[src/logic/bus_config.svh]
`ifndef BUS_CONFIG_SVH
`define BUS_CONFIG_SVH

////////////////////////////////////////////////////////////////////////////
// Address map
////////////////////////////////////////////////////////////////////////////

// Region tag lives in address bits 31:28
`define BUS_REGION_SRAM 4'h0
`define BUS_REGION_DISP 4'hE

////////////////////////////////////////////////////////////////////////////
// Region sizes
////////////////////////////////////////////////////////////////////////////

// SRAM depth in 32-bit words, power of two, 1024 at most
`define BUS_SRAM_WORDS 1024

// Display data channels ahead of select, point and LE registers
`define BUS_DISP_CHANNELS 8

////////////////////////////////////////////////////////////////////////////
// Flow control
////////////////////////////////////////////////////////////////////////////

// Master credits after reset, also the response FIFO depth
`define BUS_REQ_CREDITS 4

// Fabric credits toward the response sink after reset
`define BUS_RESP_CREDITS 2

`endif

[src/logic/bus_pkg.sv]
package bus_pkg;

    // Region picked by the address decoder
    typedef enum logic [1:0] {
        REGION_SRAM = 2'd0,
        REGION_DISP = 2'd1,
        REGION_NONE = 2'd2
    } bus_region_e;

    // Response status
    typedef enum logic [1:0] {
        ERR_OK       = 2'd0,
        ERR_UNMAPPED = 2'd1,
        // Display register index out of range
        ERR_BADREG   = 2'd2
    } bus_err_e;

    // One bus address, two decodes
    typedef union packed {
        // Memory view, word index sized for the largest SRAM
        struct packed {
            logic [3:0]  region;
            logic [15:0] unused;
            logic [9:0]  word_idx;
            logic [1:0]  byte_off;
        } mem;
        // Register view, sixteen word registers
        struct packed {
            logic [3:0]  region;
            logic [21:0] unused;
            logic [3:0]  reg_idx;
            logic [1:0]  byte_off;
        } regs;
    } bus_addr_u;

endpackage

[src/logic/req_decode_stage.sv]
`timescale 1ns/1ps
`include "bus_config.svh"

module req_decode_stage (
    input  logic                  clk_100mhz,
    input  logic                  arst_n,
    input  logic                  req_valid,
    input  logic                  req_write,
    input  logic [31:0]           req_addr,
    input  logic [31:0]           req_wdata,
    input  logic                  req_credit,
    output logic                  dec_valid,
    output logic                  dec_write,
    output bus_pkg::bus_region_e  dec_region,
    output bus_pkg::bus_addr_u    dec_addr,
    output logic [31:0]           dec_wdata
);

    import bus_pkg::*;

    localparam int CRED_W = $clog2(`BUS_REQ_CREDITS + 1);

    bus_addr_u         req_view;
    bus_region_e       region_next;
    logic [CRED_W-1:0] master_credits;

    // Tag sits in the same bits in both views
    assign req_view = req_addr;

    always_comb begin
        if (req_view.mem.region == `BUS_REGION_SRAM) begin
            region_next = REGION_SRAM;
        end else if (req_view.mem.region == `BUS_REGION_DISP) begin
            region_next = REGION_DISP;
        end else begin
            region_next = REGION_NONE;
        end
    end

    ////////////////////////////////////////////////////////////////////////
    // Stage registers
    ////////////////////////////////////////////////////////////////////////

    always_ff @(posedge clk_100mhz or negedge arst_n) begin
        if (!arst_n) begin
            dec_valid <= 1'b0;
        end else begin
            dec_valid <= req_valid;
        end
    end

    // Payload only loads on an accepted request
    always_ff @(posedge clk_100mhz) begin
        if (req_valid) begin
            dec_write  <= req_write;
            dec_region <= region_next;
            dec_addr   <= req_view;
            dec_wdata  <= req_wdata;
        end
    end

    ////////////////////////////////////////////////////////////////////////
    // Master credit mirror
    ////////////////////////////////////////////////////////////////////////

    // Spent on each request, returned on each req_credit pulse
    always_ff @(posedge clk_100mhz or negedge arst_n) begin
        if (!arst_n) begin
            master_credits <= CRED_W'(`BUS_REQ_CREDITS);
        end else begin
            case ({req_valid, req_credit})
                2'b10:   master_credits <= master_credits - 1'b1;
                2'b01:   master_credits <= master_credits + 1'b1;
                default: master_credits <= master_credits;
            endcase
        end
    end

    // Master must hold a credit for every request it sends
    assert property (@(posedge clk_100mhz) disable iff (!arst_n)
        req_valid |-> (master_credits != '0));

    // Credit returns never outrun the requests that were issued
    assert property (@(posedge clk_100mhz) disable iff (!arst_n)
        master_credits <= CRED_W'(`BUS_REQ_CREDITS));

endmodule

[config.mk]
export PLATFORM = sky130hd
export DESIGN_NAME = req_decode_stage
export DESIGN_NICKNAME = d
export VERILOG_FILES = /design/src/logic/bus_pkg.sv /design/src/logic/req_decode_stage.sv
export VERILOG_INCLUDE_DIRS = /design/src /design/src/logic
export SDC_FILE = /design/constraint.sdc
export NUM_CORES = 1
export LEC_CHECK = 0
export BUFFER_PORTS_ARGS = -buffer_cell sky130_fd_sc_hd__buf_2
export CORE_MARGIN = 2
export CORE_UTILIZATION = 40
export DETAILED_ROUTE_END_ITERATION = 8
export MAX_ROUTING_LAYER = met4
export PLACE_DENSITY = 0.87
export SETUP_SLACK_MARGIN = 0.3
export SYNTH_ARGS = -nofsm -noshare
export SYNTH_HDL_FRONTEND = slang
export SYNTH_SLANG_ARGS = --single-unit
export TNS_END_PERCENT = 5
[constraint.sdc]
create_clock -name clk_100mhz -period 0.8 [get_ports clk_100mhz]
set_input_delay 0.08 -clock clk_100mhz [delete_from_list [all_inputs] [get_ports clk_100mhz]]
set_output_delay 0.08 -clock clk_100mhz [all_outputs]
set_load 0.03 [all_outputs]
==> metrics.md, run 1 <==
| Metric | Value |
|---|---|
| Hold slack | `-0.0799 ns` |
| Crit path capture type | `output port` |
| Yosys cell types | `5` |
| Setup Fix Bufs, Post-CTS | `0` |
| Synth Area in Compound Gates | `0%` |
| # fillers | `317` |
| Vias in the first global route | `1396` |
| Post-place instance area | `2880 µm²` |
| #FFs+latches synth | `68` |
| Worst-path clk slew | `0.08 ns` |
| Failing checks | `negative hold slack, negative setup slack` |
| DIE HEIGHT | `75.7 µm` |
| Post-placement setup slack | `0.00824 ns` |
| ANT cells | `0` |
| CP peak stage delay | `0.42 ns` |
| Design area | `3490 µm²` |
| Max Fclk | `1.01 GHz` |
| Mux contribution to synthesized area | `0%` |
| Status | `finished, violations left` |
| CP arrival | `0.91 ns` |
| Largest delay share family, worst path | `flip-flops` |
| RD Place Congestion | `0.692` |
| Port Buffers | `135` |
| Gr usage total | `19.1%` |
| Worst Hold Class | `in -> reg` |
| Seq/Total Area, Yosys | `99.0%` |
| Clk sinks | `68` |
| Critical path buffers and inverters | `1` |
| Cells on Worst Hold Path | `1` |
| Die width | `75.7 µm` |
| Post-route clock period utilization | `124%` |
| Leakage | `0.00147 µW` |
| Setup slack after layout | `-0.195 ns` |
| Synth Area per Inst | `29.0 µm²` |
| Initial antenna violation count | `0` |
| Post-CTS Hold Fix Bufs | `1` |
| CTS tree | `built` |
| # DRC | `0` |
| Initial Utilization | `40.8%` |
| Slew HR | `87.2%` |
| Root buffer cell | `clkbuf_8` |
| Syn Inst Count | `71` |
| Yosys warning total | `0` |
| VDD IR max | `1.51 mV` |
| Fin crit period | `0.995 ns` |
| Via/cell ratio | `4.34` |
| First-pass GRT wire length | `7060 µm` |
| Synthesized-area fraction occupied by adder cells | `0%` |
| CP startpoint kind | `register` |
| Worst Tran Pin Value | `0.191 ns` |
| DR WL/cell | `17.2 µm` |
| Drt first pass iters | `6` |
| Num CTS Buffers | `9` |
| Total Wirelength | `5070 µm` |
| Max-cap check violation count | `0` |
| Synth Area in XOR/XNOR | `0%` |
| Largest net degree at the start of global routing | `37` |
| Antenna viol nets, final | `0` |
| Syn_nets | `140` |
| Critical path class | `reg -> out` |
| Post-synthesis simple-gate area fraction | `0.973%` |
| Maximum fanout along the worst path | `1` |
| Share of post-route cells with drive strength above 1 | `67.6%` |
| Hold EP | `dec_wdata[23]` |
| Pwr dens | `2420 nW/µm²` |
| DP Wirelength | `3210 µm` |
| Final hold vios | `64` |
| Largest family of logic cells by synthesized area | `simple AND/OR/NAND/NOR gates` |
| H-tree depth | `3` |
| # setup viols final | `68` |
| Hold path startpoint | `req_wdata[23]` |
| Area Overhead vs Synth | `69.9%` |
| CTS max path bufs | `2` |
| Vias | `1281` |
| Io pins | `137` |
| Iter 0 DRT Violations | `53` |
| Number of nets in the layout | `289` |
| Die area | `5730 µm²` |
| Core Footprint | `5040 µm²` |
| RSZ-0062 raised after global routing | `true` |
| # rows | `26` |
| Grt total ovfl | `0` |
| Max-slew violations | `0` |
| CP Cell Sequence | `buf_6` |
| Syn Std Cell Area | `2060 µm²` |
| Slowest-stage cell, CP | `edfxtp_1` |
| CP Data Required Time | `0.72 ns` |
logic make-up after synthesis:
group / count (synthesis)
flops: 68
simple gates: 3
stage by stage:
step | std cells | total power (µW) | utilization [%] | setup TNS (ns)
6_report | 295 | 8440 | 69.3 | -10.32
3_3_place_gp | 278 | 5440 | 57.0 | 0
3_5_place_dp | 278 | 5470 | 57.0 | 0
5_1_grt | 295 | 8750 | 69.3 | -13.27
4_1_cts | 295 | 8470 | 69.3 | -10.93
2_1_floorplan | 71 | 4950 | - | 0
worst max-delay path by stage:
stage	start	end	slack, ns	depth (start not counted)
floorplan	req_addr[28]	dec_region[1]	0.18	2
global placement	req_addr[28]	dec_region[1]	0.03	3
detailed placement	req_addr[28]	dec_region[1]	0.008	3
CTS	dec_wdata[17]	dec_wdata[17]	-0.20	1
global route	dec_wdata[1]	dec_wdata[1]	-0.23	1
finish	dec_wdata[1]	dec_wdata[1]	-0.19	1
placed cells by master, fill, tap and decap left out:
cell and instances:
dlygate4sd3_1 1, buf_12 2, nor4_4 1, clkbuf_8 9
bufinv_16 1, clkinvlp_4 1, edfxtp_1 67, clkbuf_1 2
and4b_1 1, dfrtp_1 1, buf_6 68, clkinv_2 3
buf_2 67, nor2_1 1
cell usage after synthesis:
cell      count  share of area (%)
nor2_1        1               0.18
and4b_1       1               0.49
nor4_1        1               0.30
edfxtp_1     67                 98
dfrtp_1       1                1.2
registers in the layout, summed over array words and instances (netlist names):
register    count
dec_valid       1
dec_write       1
dec_wdata      32
dec_addr       32
dec_region      2
report_power, final:
part / internal [µW] / switching (µW)
clock: 1430 / 1220
sequential: 4230 / 137
combinational: 627 / 797
total: 6280 / 2160
cell type report:
cell class / count / area (µm²) / area share (%)
multi-input combinational: 3 / 35.0 / 1.00
clock buffer: 11 / 131 / 3.76
clock inverter: 5 / 52.6 / 1.50
sequential: 68 / 2040 / 58.3
tap: 70 / 87.6 / 2.51
timing repair buffer: 138 / 1150 / 32.9
metal layers:
layer / GRT usage [%] / wire, µm / part of all wire [%]
met1: 20.8 / 1870 / 37
met2: 29.2 / 2630 / 52
met3: 10.2 / 535 / 11
met4: 7.99 / 35 / 0.69
met5: - / 0 / 0
timing repair:
item	4_1_cts	5_1_grt
pin swaps	0	0
resized for setup	136	0
hold endpoints to repair	66	65
endpoints found under the setup margin	68	68
Power figures use the tool's default switching activity.
==> run 2: changes to the inputs <==
BUFFER_PORTS_ARGS = default   (was -buffer_cell sky130_fd_sc_hd__buf_2)
CORE_UTILIZATION = 50   (was 40)
DONT_BUFFER_PORTS = 1   (was default)
PLACE_DENSITY = 0.75   (was 0.87)
==> run 2 against run 1 <==
The flow still finishes with violations (negative hold slack, negative setup slack). Non-clock buffer count decreased by 137. Die area fell by 19%. Count of clock-buffer cells in the layout grew 3. Sequential share of layout area up 30 points. Fmax increased by 5.7%. Clock power fell by 17%. Global-route usage shrank 3.8 points. Largest power group unchanged.
==> metrics.md, run 2 (same netlist as run 1, synthesis figures left out) <==
| Metric | Value |
|---|---|
| Max-cap check violation count | `0 (unchanged)` |
| Iter 0 DRT Violations | `59 (+11%)` |
| Post-placement setup slack | `0.114 ns (+0.106 ns)` |
| Final hold vios | `135 (+110%)` |
| Grt total ovfl | `0 (unchanged)` |
| Core Footprint | `3970 µm² (-21%)` |
| RSZ-0062 raised after global routing | `true` |
| CP arrival | `0.86 ns (-0.05 ns)` |
| Gr usage total | `15.3% (-3.8 points)` |
| # setup viols final | `68 (unchanged)` |
| DP Wirelength | `2550 µm (-21%)` |
| Num CTS Buffers | `9 (unchanged)` |
| H-tree depth | `3 (unchanged)` |
| Failing checks | `negative hold slack, negative setup slack` |
| Number of nets in the layout | `152 (-47%)` |
| Worst-path clk slew | `0.06 ns (-0.02 ns)` |
| Antenna viol nets, final | `0 (unchanged)` |
| Setup_tns | `-8.69 ns (+1.63 ns)` |
| Met3 Usage GRT | `9.87% (-0.32 points)` |
| Die width | `68.1 µm (-10%)` |
| Slew HR | `78.6% (-8.6 points)` |
| Initial Utilization | `51.8% (+11 points)` |
| GR peak layer | `met2` |
| Leakage | `0.000752 µW (-49%)` |
| CP startpoint kind | `register` |
| DIE HEIGHT | `68.1 µm (-10%)` |
| Total Wirelength | `3560 µm (-30%)` |
| Worst Tran Pin Value | `0.322 ns (+0.131 ns)` |
| Io pins | `137 (unchanged)` |
| Maximum fanout along the worst path | `1 (unchanged)` |
| Status | `finished, violations left` |
| Area Overhead vs Synth | `11.9%` |
| GRT met2 Usage | `24.2% (-5.0 points)` |
| RD Place Congestion | `0.713 (+3.1%)` |
| DR WL/cell | `25.6 µm (+49%)` |
| Met1 usage | `12.8% (-8.0 points)` |
| First-pass GRT wire length | `4290 µm (-39%)` |
| Port Buffers | `0 (-100%)` |
| Setup slack after layout | `-0.141 ns (+0.0533 ns)` |
| Post-place instance area | `2130 µm² (-26%)` |
| Post-CTS Hold Fix Bufs | `1 (unchanged)` |
| Setup Fix Bufs, Post-CTS | `0 (unchanged)` |
| Design area | `2300 µm² (-34%)` |
| # rows | `23 (-12%)` |
| VDD IR max | `1.42 mV (-6.0%)` |
| Most frequent cells in the layout | `67 x edfxtp_1, 9 x clkbuf_8, 5 x clkbuf_1` |
| Worst Hold Class | `in -> reg` |
| CTS max path bufs | `2 (unchanged)` |
| Pwr dens | `3100 nW/µm² (+28%)` |
| Die area | `4640 µm² (-19%)` |
| Share of post-route cells with drive strength above 1 | `13.6% (-54 points)` |
| Initial antenna violation count | `1 (+1)` |
| Max-slew violations | `0 (unchanged)` |
| # fillers | `292 (-7.9%)` |
| # DRC | `0 (unchanged)` |
| Root buffer cell | `clkbuf_8` |
| CP Data Required Time | `0.72 ns (about the same)` |
| Crit path capture type | `output port` |
| Vias | `759 (-41%)` |
| Fin crit period | `0.941 ns (-0.0533 ns)` |
| Max Fclk | `1.06 GHz (+5.7%)` |
| Critical path class | `reg -> out` |
| Via/cell ratio | `5.46 (+26%)` |
| Clk sinks | `68 (unchanged)` |
| Vias in the first global route | `734 (-47%)` |
| Drt first pass iters | `4 (-2)` |
| Hold path startpoint | `req_valid` |
| CP startpoint | `dec_addr[11]` |
| Largest net degree at the start of global routing | `69 (+86%)` |
| CTS tree | `built` |
| Biggest regs | `dec_addr: 32 flops, dec_wdata: 32 flops, dec_region: 2 flops` |
| Post-route clock period utilization | `118% (-6.7 points)` |
| Hold slack | `-0.217 ns (-0.137 ns)` |
| Commonest non-fill, non-tap cell in the layout | `edfxtp_1` |
## run 2: worst paths after layout
path,cells past startpoint,end,slack (ns)
max,0,dec_addr[11],-0.14
min,0,dec_valid,-0.22
max in group asynchronous,1,dec_valid,0.72
min in group asynchronous,1,dec_valid,-0.04
## run 2: what timing repair did
item                                   in CTS  in global routing
endpoints found under the hold margin     135                135
setup endpoints to repair                  68                 68
gates cloned                                0                  0
gates resized for setup                     1                  0
## run 2: cell type report
| class | count | area (µm²) | share of cell area [%] |
|---|---|---|---|
| clock inverters | 2 | 11.3 | 0.489 |
| repair buffers | 1 | 10.0 | 0.435 |
| diodes | 1 | 2.50 | 0.109 |
| well taps | 50 | 62.6 | 2.72 |
| flip-flops and latches | 68 | 2040 | 88.5 |
| multi-input cells | 3 | 35.0 | 1.52 |
| clock buffers | 14 | 143 | 6.20 |
## run 2: routing by layer
layer / routed length, µm / vias up
li1: - / 315
met1: 1180 / 366
met2: 1930 / 70
met3: 376 / 8
met4: 79 / 0
met5: 0 / -
## run 2: metrics by stage
step | util, % | instances | hold WS [ns] | total power, µW
floorplan | - | 71 | -0.216 | 4950
global placement | 53.7 | 121 | -0.216 | 4990
detailed placement | 53.7 | 121 | -0.216 | 5010
CTS | 57.9 | 138 | -0.228 | 7210
global route | 58.0 | 139 | -0.233 | 7380
finish | 58.0 | 139 | -0.217 | 7130
## run 2: power breakdown
group	leakage (µW)	switching (µW)	internal, µW
registers	0.000666	663	4260
logic	0.0000136	2.97	7.66
clock network	0.0000723	1080	1120
total	0.000752	1750	5390
