--- src/logic/bus_config.svh ---
`ifndef BUS_CONFIG_SVH
`define BUS_CONFIG_SVH

////////////////////////////////////////////////////////////////////////////
// Address map
////////////////////////////////////////////////////////////////////////////

// Region tag lives in address bits 31:28
`define BUS_REGION_SRAM 4'h0
`define BUS_REGION_DISP 4'hE

////////////////////////////////////////////////////////////////////////////
// Region sizes
////////////////////////////////////////////////////////////////////////////

// SRAM depth in 32-bit words, power of two, 1024 at most
`define BUS_SRAM_WORDS 1024

// Display data channels ahead of select, point and LE registers
`define BUS_DISP_CHANNELS 8

////////////////////////////////////////////////////////////////////////////
// Flow control
////////////////////////////////////////////////////////////////////////////

// Master credits after reset, also the response FIFO depth
`define BUS_REQ_CREDITS 4

// Fabric credits toward the response sink after reset
`define BUS_RESP_CREDITS 2

`endif

--- src/logic/bus_pkg.sv ---
package bus_pkg;

    // Region picked by the address decoder
    typedef enum logic [1:0] {
        REGION_SRAM = 2'd0,
        REGION_DISP = 2'd1,
        REGION_NONE = 2'd2
    } bus_region_e;

    // Response status
    typedef enum logic [1:0] {
        ERR_OK       = 2'd0,
        ERR_UNMAPPED = 2'd1,
        // Display register index out of range
        ERR_BADREG   = 2'd2
    } bus_err_e;

    // One bus address, two decodes
    typedef union packed {
        // Memory view, word index sized for the largest SRAM
        struct packed {
            logic [3:0]  region;
            logic [15:0] unused;
            logic [9:0]  word_idx;
            logic [1:0]  byte_off;
        } mem;
        // Register view, sixteen word registers
        struct packed {
            logic [3:0]  region;
            logic [21:0] unused;
            logic [3:0]  reg_idx;
            logic [1:0]  byte_off;
        } regs;
    } bus_addr_u;

endpackage

--- src/logic/resp_queue_stage.sv ---
`timescale 1ns/1ps
`include "bus_config.svh"

module resp_queue_stage (
    input  logic              clk_100mhz,
    input  logic              arst_n,
    input  logic              acc_valid,
    input  logic [31:0]       acc_rdata,
    input  bus_pkg::bus_err_e acc_err,
    input  logic              resp_credit,
    output logic              resp_valid,
    output logic [31:0]       resp_rdata,
    output bus_pkg::bus_err_e resp_err,
    output logic              req_credit
);

    import bus_pkg::*;

    localparam int DEPTH  = `BUS_REQ_CREDITS;
    localparam int PTR_W  = (DEPTH > 1) ? $clog2(DEPTH) : 1;
    localparam int CNT_W  = $clog2(DEPTH + 1);
    localparam int RCRD_W = $clog2(`BUS_RESP_CREDITS + 1);

    logic [31:0]       data_mem [DEPTH];
    bus_err_e          err_mem  [DEPTH];
    logic [PTR_W-1:0]  wr_ptr;
    logic [PTR_W-1:0]  rd_ptr;
    logic [CNT_W-1:0]  count;
    logic [RCRD_W-1:0] resp_credits;
    logic              full;
    logic              pop;

    assign full = (count == CNT_W'(DEPTH));

    // Drain one entry per cycle while the sink has room
    assign pop        = (count != '0) && (resp_credits != '0);
    assign resp_valid = pop;
    assign resp_rdata = data_mem[rd_ptr];
    assign resp_err   = err_mem[rd_ptr];

    // Freed slot goes straight back to the master
    assign req_credit = pop;

    ////////////////////////////////////////////////////////////////////////
    // FIFO
    ////////////////////////////////////////////////////////////////////////

    always_ff @(posedge clk_100mhz) begin
        if (acc_valid) begin
            data_mem[wr_ptr] <= acc_rdata;
            err_mem[wr_ptr]  <= acc_err;
        end
    end

    always_ff @(posedge clk_100mhz or negedge arst_n) begin
        if (!arst_n) begin
            wr_ptr <= '0;
            rd_ptr <= '0;
            count  <= '0;
        end else begin
            if (acc_valid) begin
                wr_ptr <= (wr_ptr == PTR_W'(DEPTH - 1)) ? '0 : wr_ptr + 1'b1;
            end
            if (pop) begin
                rd_ptr <= (rd_ptr == PTR_W'(DEPTH - 1)) ? '0 : rd_ptr + 1'b1;
            end
            // Push and pop together leave the count alone
            if (acc_valid && !pop) begin
                count <= count + 1'b1;
            end else if (!acc_valid && pop) begin
                count <= count - 1'b1;
            end
        end
    end

    ////////////////////////////////////////////////////////////////////////
    // Response credits
    ////////////////////////////////////////////////////////////////////////

    always_ff @(posedge clk_100mhz or negedge arst_n) begin
        if (!arst_n) begin
            resp_credits <= RCRD_W'(`BUS_RESP_CREDITS);
        end else begin
            case ({pop, resp_credit})
                2'b10:   resp_credits <= resp_credits - 1'b1;
                2'b01:   resp_credits <= resp_credits + 1'b1;
                default: resp_credits <= resp_credits;
            endcase
        end
    end

    // Request credit loop keeps occupancy within depth
    assert property (@(posedge clk_100mhz) disable iff (!arst_n)
        acc_valid |-> !full);

    // Sink never returns more than it was given
    assert property (@(posedge clk_100mhz) disable iff (!arst_n)
        resp_credits <= RCRD_W'(`BUS_RESP_CREDITS));

endmodule

--- config.mk ---
export PLATFORM = sky130hd
export DESIGN_NAME = resp_queue_stage
export DESIGN_NICKNAME = d
export VERILOG_FILES = /design/src/logic/bus_pkg.sv /design/src/logic/resp_queue_stage.sv
export VERILOG_INCLUDE_DIRS = /design/src /design/src/logic
export SDC_FILE = /design/constraint.sdc
export NUM_CORES = 1
export LEC_CHECK = 0
export ABC_AREA = 1
export BUFFER_PORTS_ARGS = -buffer_cell sky130_fd_sc_hd__buf_2
export CORE_MARGIN = 2
export CORE_UTILIZATION = 50
export CTS_CLUSTER_DIAMETER = 150
export DETAILED_ROUTE_END_ITERATION = 16
export PLACE_DENSITY = 0.7
export SYNTH_ARGS = -nofsm -noshare
export SYNTH_HDL_FRONTEND = slang
export SYNTH_SLANG_ARGS = --single-unit
--- constraint.sdc ---
create_clock -name clk_100mhz -period 2.52 [get_ports clk_100mhz]
set_clock_uncertainty 0.2 [all_clocks]
set_input_delay 0.252 -clock clk_100mhz [delete_from_list [all_inputs] [get_ports clk_100mhz]]
set_output_delay 0.252 -clock clk_100mhz [all_outputs]
set_load 0.01 [all_outputs]
==> results by group, run 1 <==
STA
  • Portion of the clock cycle consumed by the worst path in the final layout: between 80 and 90%
  • Final slew viol count: 0
  • Total count of hold-check failures in the final report: 0
  • Setup_tns: 0 ns
  • Least-Margin Pin Slew: 0.614 ns
  • Maximum clock frequency: between 400 and 500 MHz
  • Unrepaired setup endpoints after global routing: no
  • Setup ws final: 0.274 ns
  • Final min period: between 2 and 2.5 ns
  • Relative max-transition margin: between 50% and 60%
  • Final setup violating endpoints: 0

Drt
  • Final Routed Wirelength: about 11,000 µm
  • Pre-Repair DR Iteration Count: 5
  • Routed via count divided by cell count: just under 5
  • Initial DRC Count: approximately 260
  • Post-route DRC: 0
  • Number of vias in the routed layout: around 3,700
  • Drt wl/cell: between 15 and 20 µm
  • DRT antenna net count: 0

Critical path
  • Max Fanout on Critical Path: 25
  • Data required time at the worst endpoint: about 2.1 ns
  • CP Data Arrival Time: approximately 1.8 ns
  • Critical Path, Cell by Cell: buf_4 -> nand2_1 -> o211ai_1 -> nand2_1 -> buf_2
  • Library cell appearing most often on the critical path: sky130_fd_sc_hd__nand2_1
  • Type of element launching the critical path: flop
  • Crit. End Element: output port
  • Type of the worst setup path: flop to output port
  • Buf/Inv on CP: 2
  • Top cell family by delay on the critical path: flip-flops
  • Cell with the largest stage delay on the worst path: sky130_fd_sc_hd__dfrtp_4
  • Critical path's largest stage delay: ~0.63 ns

Synth
  • Number of synthesized register bits: approximately 150
  • Most frequently used cell type in the post-synthesis netlist: sky130_fd_sc_hd__edfxtp_1
  • Cells after synthesis: 467
  • Fraction of synthesis flops using an asynchronous set or reset pin: under 10%
  • XOR/XNOR share of the synthesized area: less than 1%
  • Synth Warn #: 0
  • Post-synth EDFFs: between 100 and 150
  • Top cells by count, synth: sky130_fd_sc_hd__edfxtp_1, sky130_fd_sc_hd__nand2_1, sky130_fd_sc_hd__inv_1
  • Synth Area in Compound Gates: under 10%
  • Largest family of logic cells by synthesized area: compound AO/OA/AOI/OAI gates
  • Count of different cell masters after synthesis: 17
  • Cells taking the most area after synthesis: sky130_fd_sc_hd__edfxtp_1, sky130_fd_sc_hd__o211ai_1, sky130_fd_sc_hd__nand2_1
  • Post-synthesis area per instance: roughly 13 µm²
  • Fraction of the yosys area taken by sequential cells: between 70 and 80%
  • Simple-gate area share of the yosys netlist: 8.73%
  • Area of the mapped netlist: around 6000 µm²
  • Post-Syn Nets: 513
  • Main flop type after synthesis: sky130_fd_sc_hd__edfxtp_1
  • Synth top area share: 69.0%
  • Adder-cell share of the synthesized area: 1.82%
  • Multiplexer share of the synthesized area: 0%
  • Largest area contributor in the synthesized netlist: sky130_fd_sc_hd__edfxtp_1

Pwr
  • Static leakage: ~0.0031 µW
  • Peak supply drop: 778 µV
  • Total power divided by cell area: between 1000 and 1500 nW/µm²

Floorplanning
  • Ports: 74
  • Die boundary height: ~110 µm
  • Core region area: ~11,000 µm²
  • Number of placement rows: 39
  • Starting Density: around 52%
  • Die width: between 100 and 150 µm
  • Die Area: approximately 13,000 µm²

Cells and area
  • Layout cell share with drive strength beyond 1: roughly a fifth
  • FILL cells: just over 800
  • Multi-input logic area: 1160 µm²
  • Area growth syn-to-layout: 26.9%
  • Final #Nets: roughly 630
  • Utilization after layout: roughly 65%
  • Area used by sequential logic in the layout: ~4300 µm²
  • Diodes inserted: 0

CTS
  • TritonCTS Buffers: 17
  • Maximum clock insertion buffer count: 2
  • Clock tree sinks: around 150
  • Total number of H-tree levels: 4
  • Clk_lat worst skew: 0.41 ns
  • CTS Root Buffer Type: sky130_fd_sc_hd__clkbuf_16
  • Clock Pin Slew Worst Setup and Hold Paths: around 0.060 ns
  • Clock tree from TritonCTS: built

Placement
  • Detail Placement HPWL: 6500 µm
  • Final weighted congestion in routability-driven placement: approximately 0.73
  • Post-Place Worst Slack: about 0.49 ns
  • IO buf count: 73

Min path
  • Hold Crit Class: primary input to asynchronous set/reset pin

GRT
  • Number of antenna violations at the first check in global routing: 0
  • First-pass GRT wire length: 18,100 µm
  • Number of global-route vias before repair: approximately 3,700
  • Maximum number of pins on one net before global-route repair: between 50 and 60
  • Leftover overflow at the end of global routing: 0
  • Overall fraction of global-route tracks in use: between 10% and 20%

Run
  • Number of maximum-capacitance constraint violations: 0

Outcome
  • Result of the run: finished clean
-- report_power, final --
group          total, µW  switching [µW]  internal (µW)
registers           3330             201           3130
clock network       2740             903           1840
logic               2790            1720           1070
-- layer usage --
| layer | GRT usage, % | up-vias | part of all wire, % |
|---|---|---|---|
| met5 | 0 | - | 0 |
| met4 | 7.40 | 0 | 0.69 |
| met3 | 6.96 | 10 | 5.1 |
| met2 | 29.6 | 80 | 49 |
| met1 | 23.2 | 1755 | 45 |
| li1 | - | 1841 | - |
-- area by class of cell --
type,instances,share of cell area (%)
well taps,143,2.38
clock inverters,13,2.87
repair buffers,123,11.9
multi-input cells,215,15.5
clock buffers,19,5.76
flip-flops and latches,145,57.4
inverters,84,4.20
-- worst register-to-register path, delay by kind of cell, from the launching register on --
kind                     cells  cell delay [ns]
flip-flops                   1             0.41
buffers and inverters        2             0.87
adder cells (fa/ha/maj)      1             0.22
AND/OR/NAND/NOR              1             0.06
-- sequential cells by signal, indices dropped and copies added, names as in the netlist --
name          count
count             3
data_mem        128
err_mem           8
rd_ptr            2
resp_credits      2
wr_ptr            2
-- cell families (layout without fill, tap and decap cells) --
logic type,count (synthesis),in the layout
DFF,145,145
and+or+nand+nor,135,135
buffers and inverters,107,239
AOI/OAI and AO/OA,70,70
adders and majority gates,8,8
xor gates and xnor gates,2,2
-- placed cells by master (no fill, tap or decap) --
cell	count
sky130_fd_sc_hd__buf_12	3
sky130_fd_sc_hd__buf_16	1
sky130_fd_sc_hd__buf_2	73
sky130_fd_sc_hd__buf_4	9
sky130_fd_sc_hd__bufinv_16	6
sky130_fd_sc_hd__clkbuf_1	2
sky130_fd_sc_hd__clkbuf_16	17
sky130_fd_sc_hd__clkinv_1	6
sky130_fd_sc_hd__clkinv_2	4
sky130_fd_sc_hd__clkinvlp_4	1
sky130_fd_sc_hd__dfrtp_1	7
sky130_fd_sc_hd__dfrtp_4	1
sky130_fd_sc_hd__dfstp_2	1
sky130_fd_sc_hd__dlygate4sd3_1	37
sky130_fd_sc_hd__edfxtp_1	136
sky130_fd_sc_hd__fa_1	1
sky130_fd_sc_hd__ha_1	7
sky130_fd_sc_hd__inv_1	79
sky130_fd_sc_hd__inv_2	1
sky130_fd_sc_hd__nand2_1	126
sky130_fd_sc_hd__nand3_1	4
sky130_fd_sc_hd__nand4_1	2
sky130_fd_sc_hd__nor2_1	3
sky130_fd_sc_hd__o211ai_1	68
sky130_fd_sc_hd__o21ai_0	2
sky130_fd_sc_hd__xnor2_1	2
-- timing repair --
item,CTS,global route
hold buffers,37,0
endpoints found under the setup margin,0,1
endpoints found under the hold margin,148,0
gates resized for setup,0,0
buffers inserted,0,1
-- final timing paths --
path                       startpoint              end  slack (ns)  cells after the start
setup reg to reg            wr_ptr[0]  data_mem[3][19]        0.49                      4
max in group asynchronous      arst_n  resp_credits[1]        1.85                      2
hold / removal                 arst_n  resp_credits[0]        0.02                      2
setup / recovery            rd_ptr[0]   resp_rdata[27]        0.27                      5
min in group clk_100mhz      count[2]         count[2]        0.28                      2
hold reg to reg              count[2]         count[2]        0.28                      2
-- metrics by stage --
stage / total power, µW / instance area, µm² / instances / hold slack (ns)
after floorplan: 5150 / 5920 / 467 / -0.244
after global placement: 5980 / 6460 / 672 / -0.0820
after detailed placement: 6070 / 6460 / 672 / -0.0800
after CTS: 8880 / 7480 / 741 / 0.00154
after global routing: 9400 / 7510 / 742 / 0.0285
final: 8860 / 7510 / 742 / 0.0232
(Power assumes the default switching activity.)
==> run 2: changes to the inputs <==
--- a/config.mk
+++ b/config.mk
@@ -8,6 +8,7 @@
 export LEC_CHECK = 0
 export ABC_AREA = 1
 export BUFFER_PORTS_ARGS = -buffer_cell sky130_fd_sc_hd__buf_2
+export CORE_ASPECT_RATIO = 1.1
 export CORE_MARGIN = 2
 export CORE_UTILIZATION = 50
 export CTS_CLUSTER_DIAMETER = 150
==> run 2 against run 1 <==
Against the previous run:
- global-route usage down 0.64 points
- combinational power barely moved
- critical path depth stayed put
- core utilization down 0.29 points
- clock-buffer cell count unchanged
- register-to-register slack got worse by 0.09 ns
- non-clock buffer count decreased by 2
- sequential share of layout area up 0.15 points
- design area fell by 0.23%
- sequential cell count did not move
==> results by group, run 2 (synthesis gave the netlist of run 1 again) <==
Drt
  • Number of vias in the routed layout: 3,699
  • Routed via count divided by cell count: between 4 and 5
  • Initial DRC Count: around 250
  • Post-route DRC: 0
  • Pre-Repair DR Iteration Count: 5
  • DRT antenna net count: 0
  • Drt wl/cell: ~15 µm
  • Final Routed Wirelength: 11,000 µm

Critical path
  • Library cell appearing most often on the critical path: sky130_fd_sc_hd__nand2_1
  • Crit. End Element: output port
  • R2R cell count: 10
  • Buf/Inv on CP: 2
  • Top cell family by delay on the critical path: flip-flops
  • Beginning of the worst register-to-register path: count[0]
  • Type of element launching the critical path: flop
  • Crit path launch: rd_ptr[0]
  • Cell with the largest stage delay on the worst path: sky130_fd_sc_hd__dfrtp_4
  • Critical Path, Cell by Cell: buf_4 -> nand2_1 -> o211ai_1 -> nand2_1 -> buf_2
  • Number of cells on the critical path: 5
  • Worst setup path end: resp_rdata[25]
  • Data required time at the worst endpoint: between 2 and 2.5 ns
  • Type of the worst setup path: flop to output port
  • Max Fanout on Critical Path: 32
  • Critical path's largest stage delay: between 0.6 and 0.7 ns
  • CP Data Arrival Time: around 1.8 ns
  • Worst-case register-to-register setup slack: roughly 0.40 ns
  • Critical R2R Capture: count[2]

Outcome
  • Result of the run: finished clean

CTS
  • Total number of H-tree levels: 4
  • Maximum clock insertion buffer count: 2
  • Clk_lat worst skew: just over 0.4 ns
  • TritonCTS Buffers: 17
  • Clock tree sinks: 145
  • Clock Pin Slew Worst Setup and Hold Paths: about 0.06 ns
  • Post-CTS resize count: 0
  • Clock tree from TritonCTS: built
  • CTS Root Buffer Type: sky130_fd_sc_hd__clkbuf_16

Cells and area
  • Multi-input logic area: 1160 µm²
  • Most frequent standard cell in the layout excluding fill and tap cells: sky130_fd_sc_hd__edfxtp_1
  • Layout cell share with drive strength beyond 1: around 20%
  • Flip-flop count of the largest register, all copies and words added: 128
  • Most frequent cells in the layout: sky130_fd_sc_hd__edfxtp_1, sky130_fd_sc_hd__nand2_1, sky130_fd_sc_hd__inv_1
  • Top Registers: data_mem x128, err_mem x8, count x3
  • Area used by sequential logic in the layout: between 4000 and 5000 µm²
  • FILL cells: about 850
  • Diodes inserted: 0
  • Register with the highest flop count: data_mem
  • Non-filler instance count after layout: around 750
  • Area growth syn-to-layout: 26.6%
  • Final #Nets: between 600 and 700

STA
  • Hold Worst Slack: 0.0286 ns
  • Portion of the clock cycle consumed by the worst path in the final layout: 89.5%
  • Least-Margin Pin Slew: approximately 0.47 ns
  • Final slew viol count: 0
  • Unrepaired setup endpoints after global routing: no
  • Total count of hold-check failures in the final report: 0
  • Maximum clock frequency: about 440 MHz
  • Final setup violating endpoints: 0
  • Relative max-transition margin: approximately 70%
  • Setup_tns: 0 ns
  • Final min period: 2.26 ns

Placement
  • Placed insts: around 680
  • Final weighted congestion in routability-driven placement: 0.693
  • Detail Placement HPWL: approximately 6300 µm
  • IO buf count: 73

GRT
  • Leftover overflow at the end of global routing: 0
  • Overall fraction of global-route tracks in use: 18.0%
  • Maximum number of pins on one net before global-route repair: 63
  • Number of global-route vias before repair: 3,663
  • Number of antenna violations at the first check in global routing: 0
  • First-pass GRT wire length: ~17,000 µm

Floorplanning
  • Ports: 74
  • Number of placement rows: 41
  • Die Area: 12,700 µm²
  • Die boundary height: between 100 and 150 µm
  • Core region area: ~11,000 µm²
  • Die width: 108 µm
  • Starting Density: about 51%

Pwr
  • Peak supply drop: between 700 and 800 µV
  • Total power divided by cell area: roughly 1200 nW/µm²
  • Static leakage: just over 0.003 µW

Min path
  • Hold Crit Class: primary input to asynchronous set/reset pin

Run
  • Number of maximum-capacitance constraint violations: 0
run 2: cell type report:
cell class	count	area share, %
Clock buffer	19	5.78
Clock inverter	13	2.47
Inverter	84	4.21
Multi-Input combinational cell	215	15.5
Sequential cell	145	57.6
Tap cell	150	2.51
Timing Repair Buffer	121	11.9
run 2: worst min path at each step:
stage | from | to | slack (ns) | depth (start not counted)
finish | arst_n | count[1] | 0.03 | 2
global route | arst_n | count[1] | 0.05 | 2
CTS | arst_n | count[1] | 0.01 | 2
detailed placement | arst_n | count[1] | -0.08 | 1
global placement | arst_n | rd_ptr[0] | -0.09 | 1
floorplan | arst_n | count[0] | -0.24 | 0
run 2: power breakdown:
part,switching [µW],internal (µW)
Sequential,216,3120
Clock,920,1660
Combinational,1730,1070
Total,2870,5850
run 2: timing repair:
item,in CTS,in global routing
buffers inserted,0,1
hold buffers,37,0
hold endpoints to repair,148,0
setup endpoints to repair,0,14
run 2: through the flow:
step	setup slack [ns]	total power, µW	util (%)	cell area [µm²]
2_1_floorplan	0.603	5150	-	5920
3_3_place_gp	0.534	6000	56.4	6480
3_5_place_dp	0.418	6120	56.4	6480
4_1_cts	0.0238	8730	65.0	7470
5_1_grt	0.133	9220	65.2	7490
6_report	0.264	8710	65.2	7490
run 2: layer usage:
layer / GRT usage, % / vias to the layer above / wire (µm)
li1: - / 1836 / -
met1: 22.2 / 1759 / 4730
met2: 29.9 / 91 / 5640
met3: 4.49 / 13 / 505
met4: 7.61 / 0 / 156
met5: 0 / - / 0
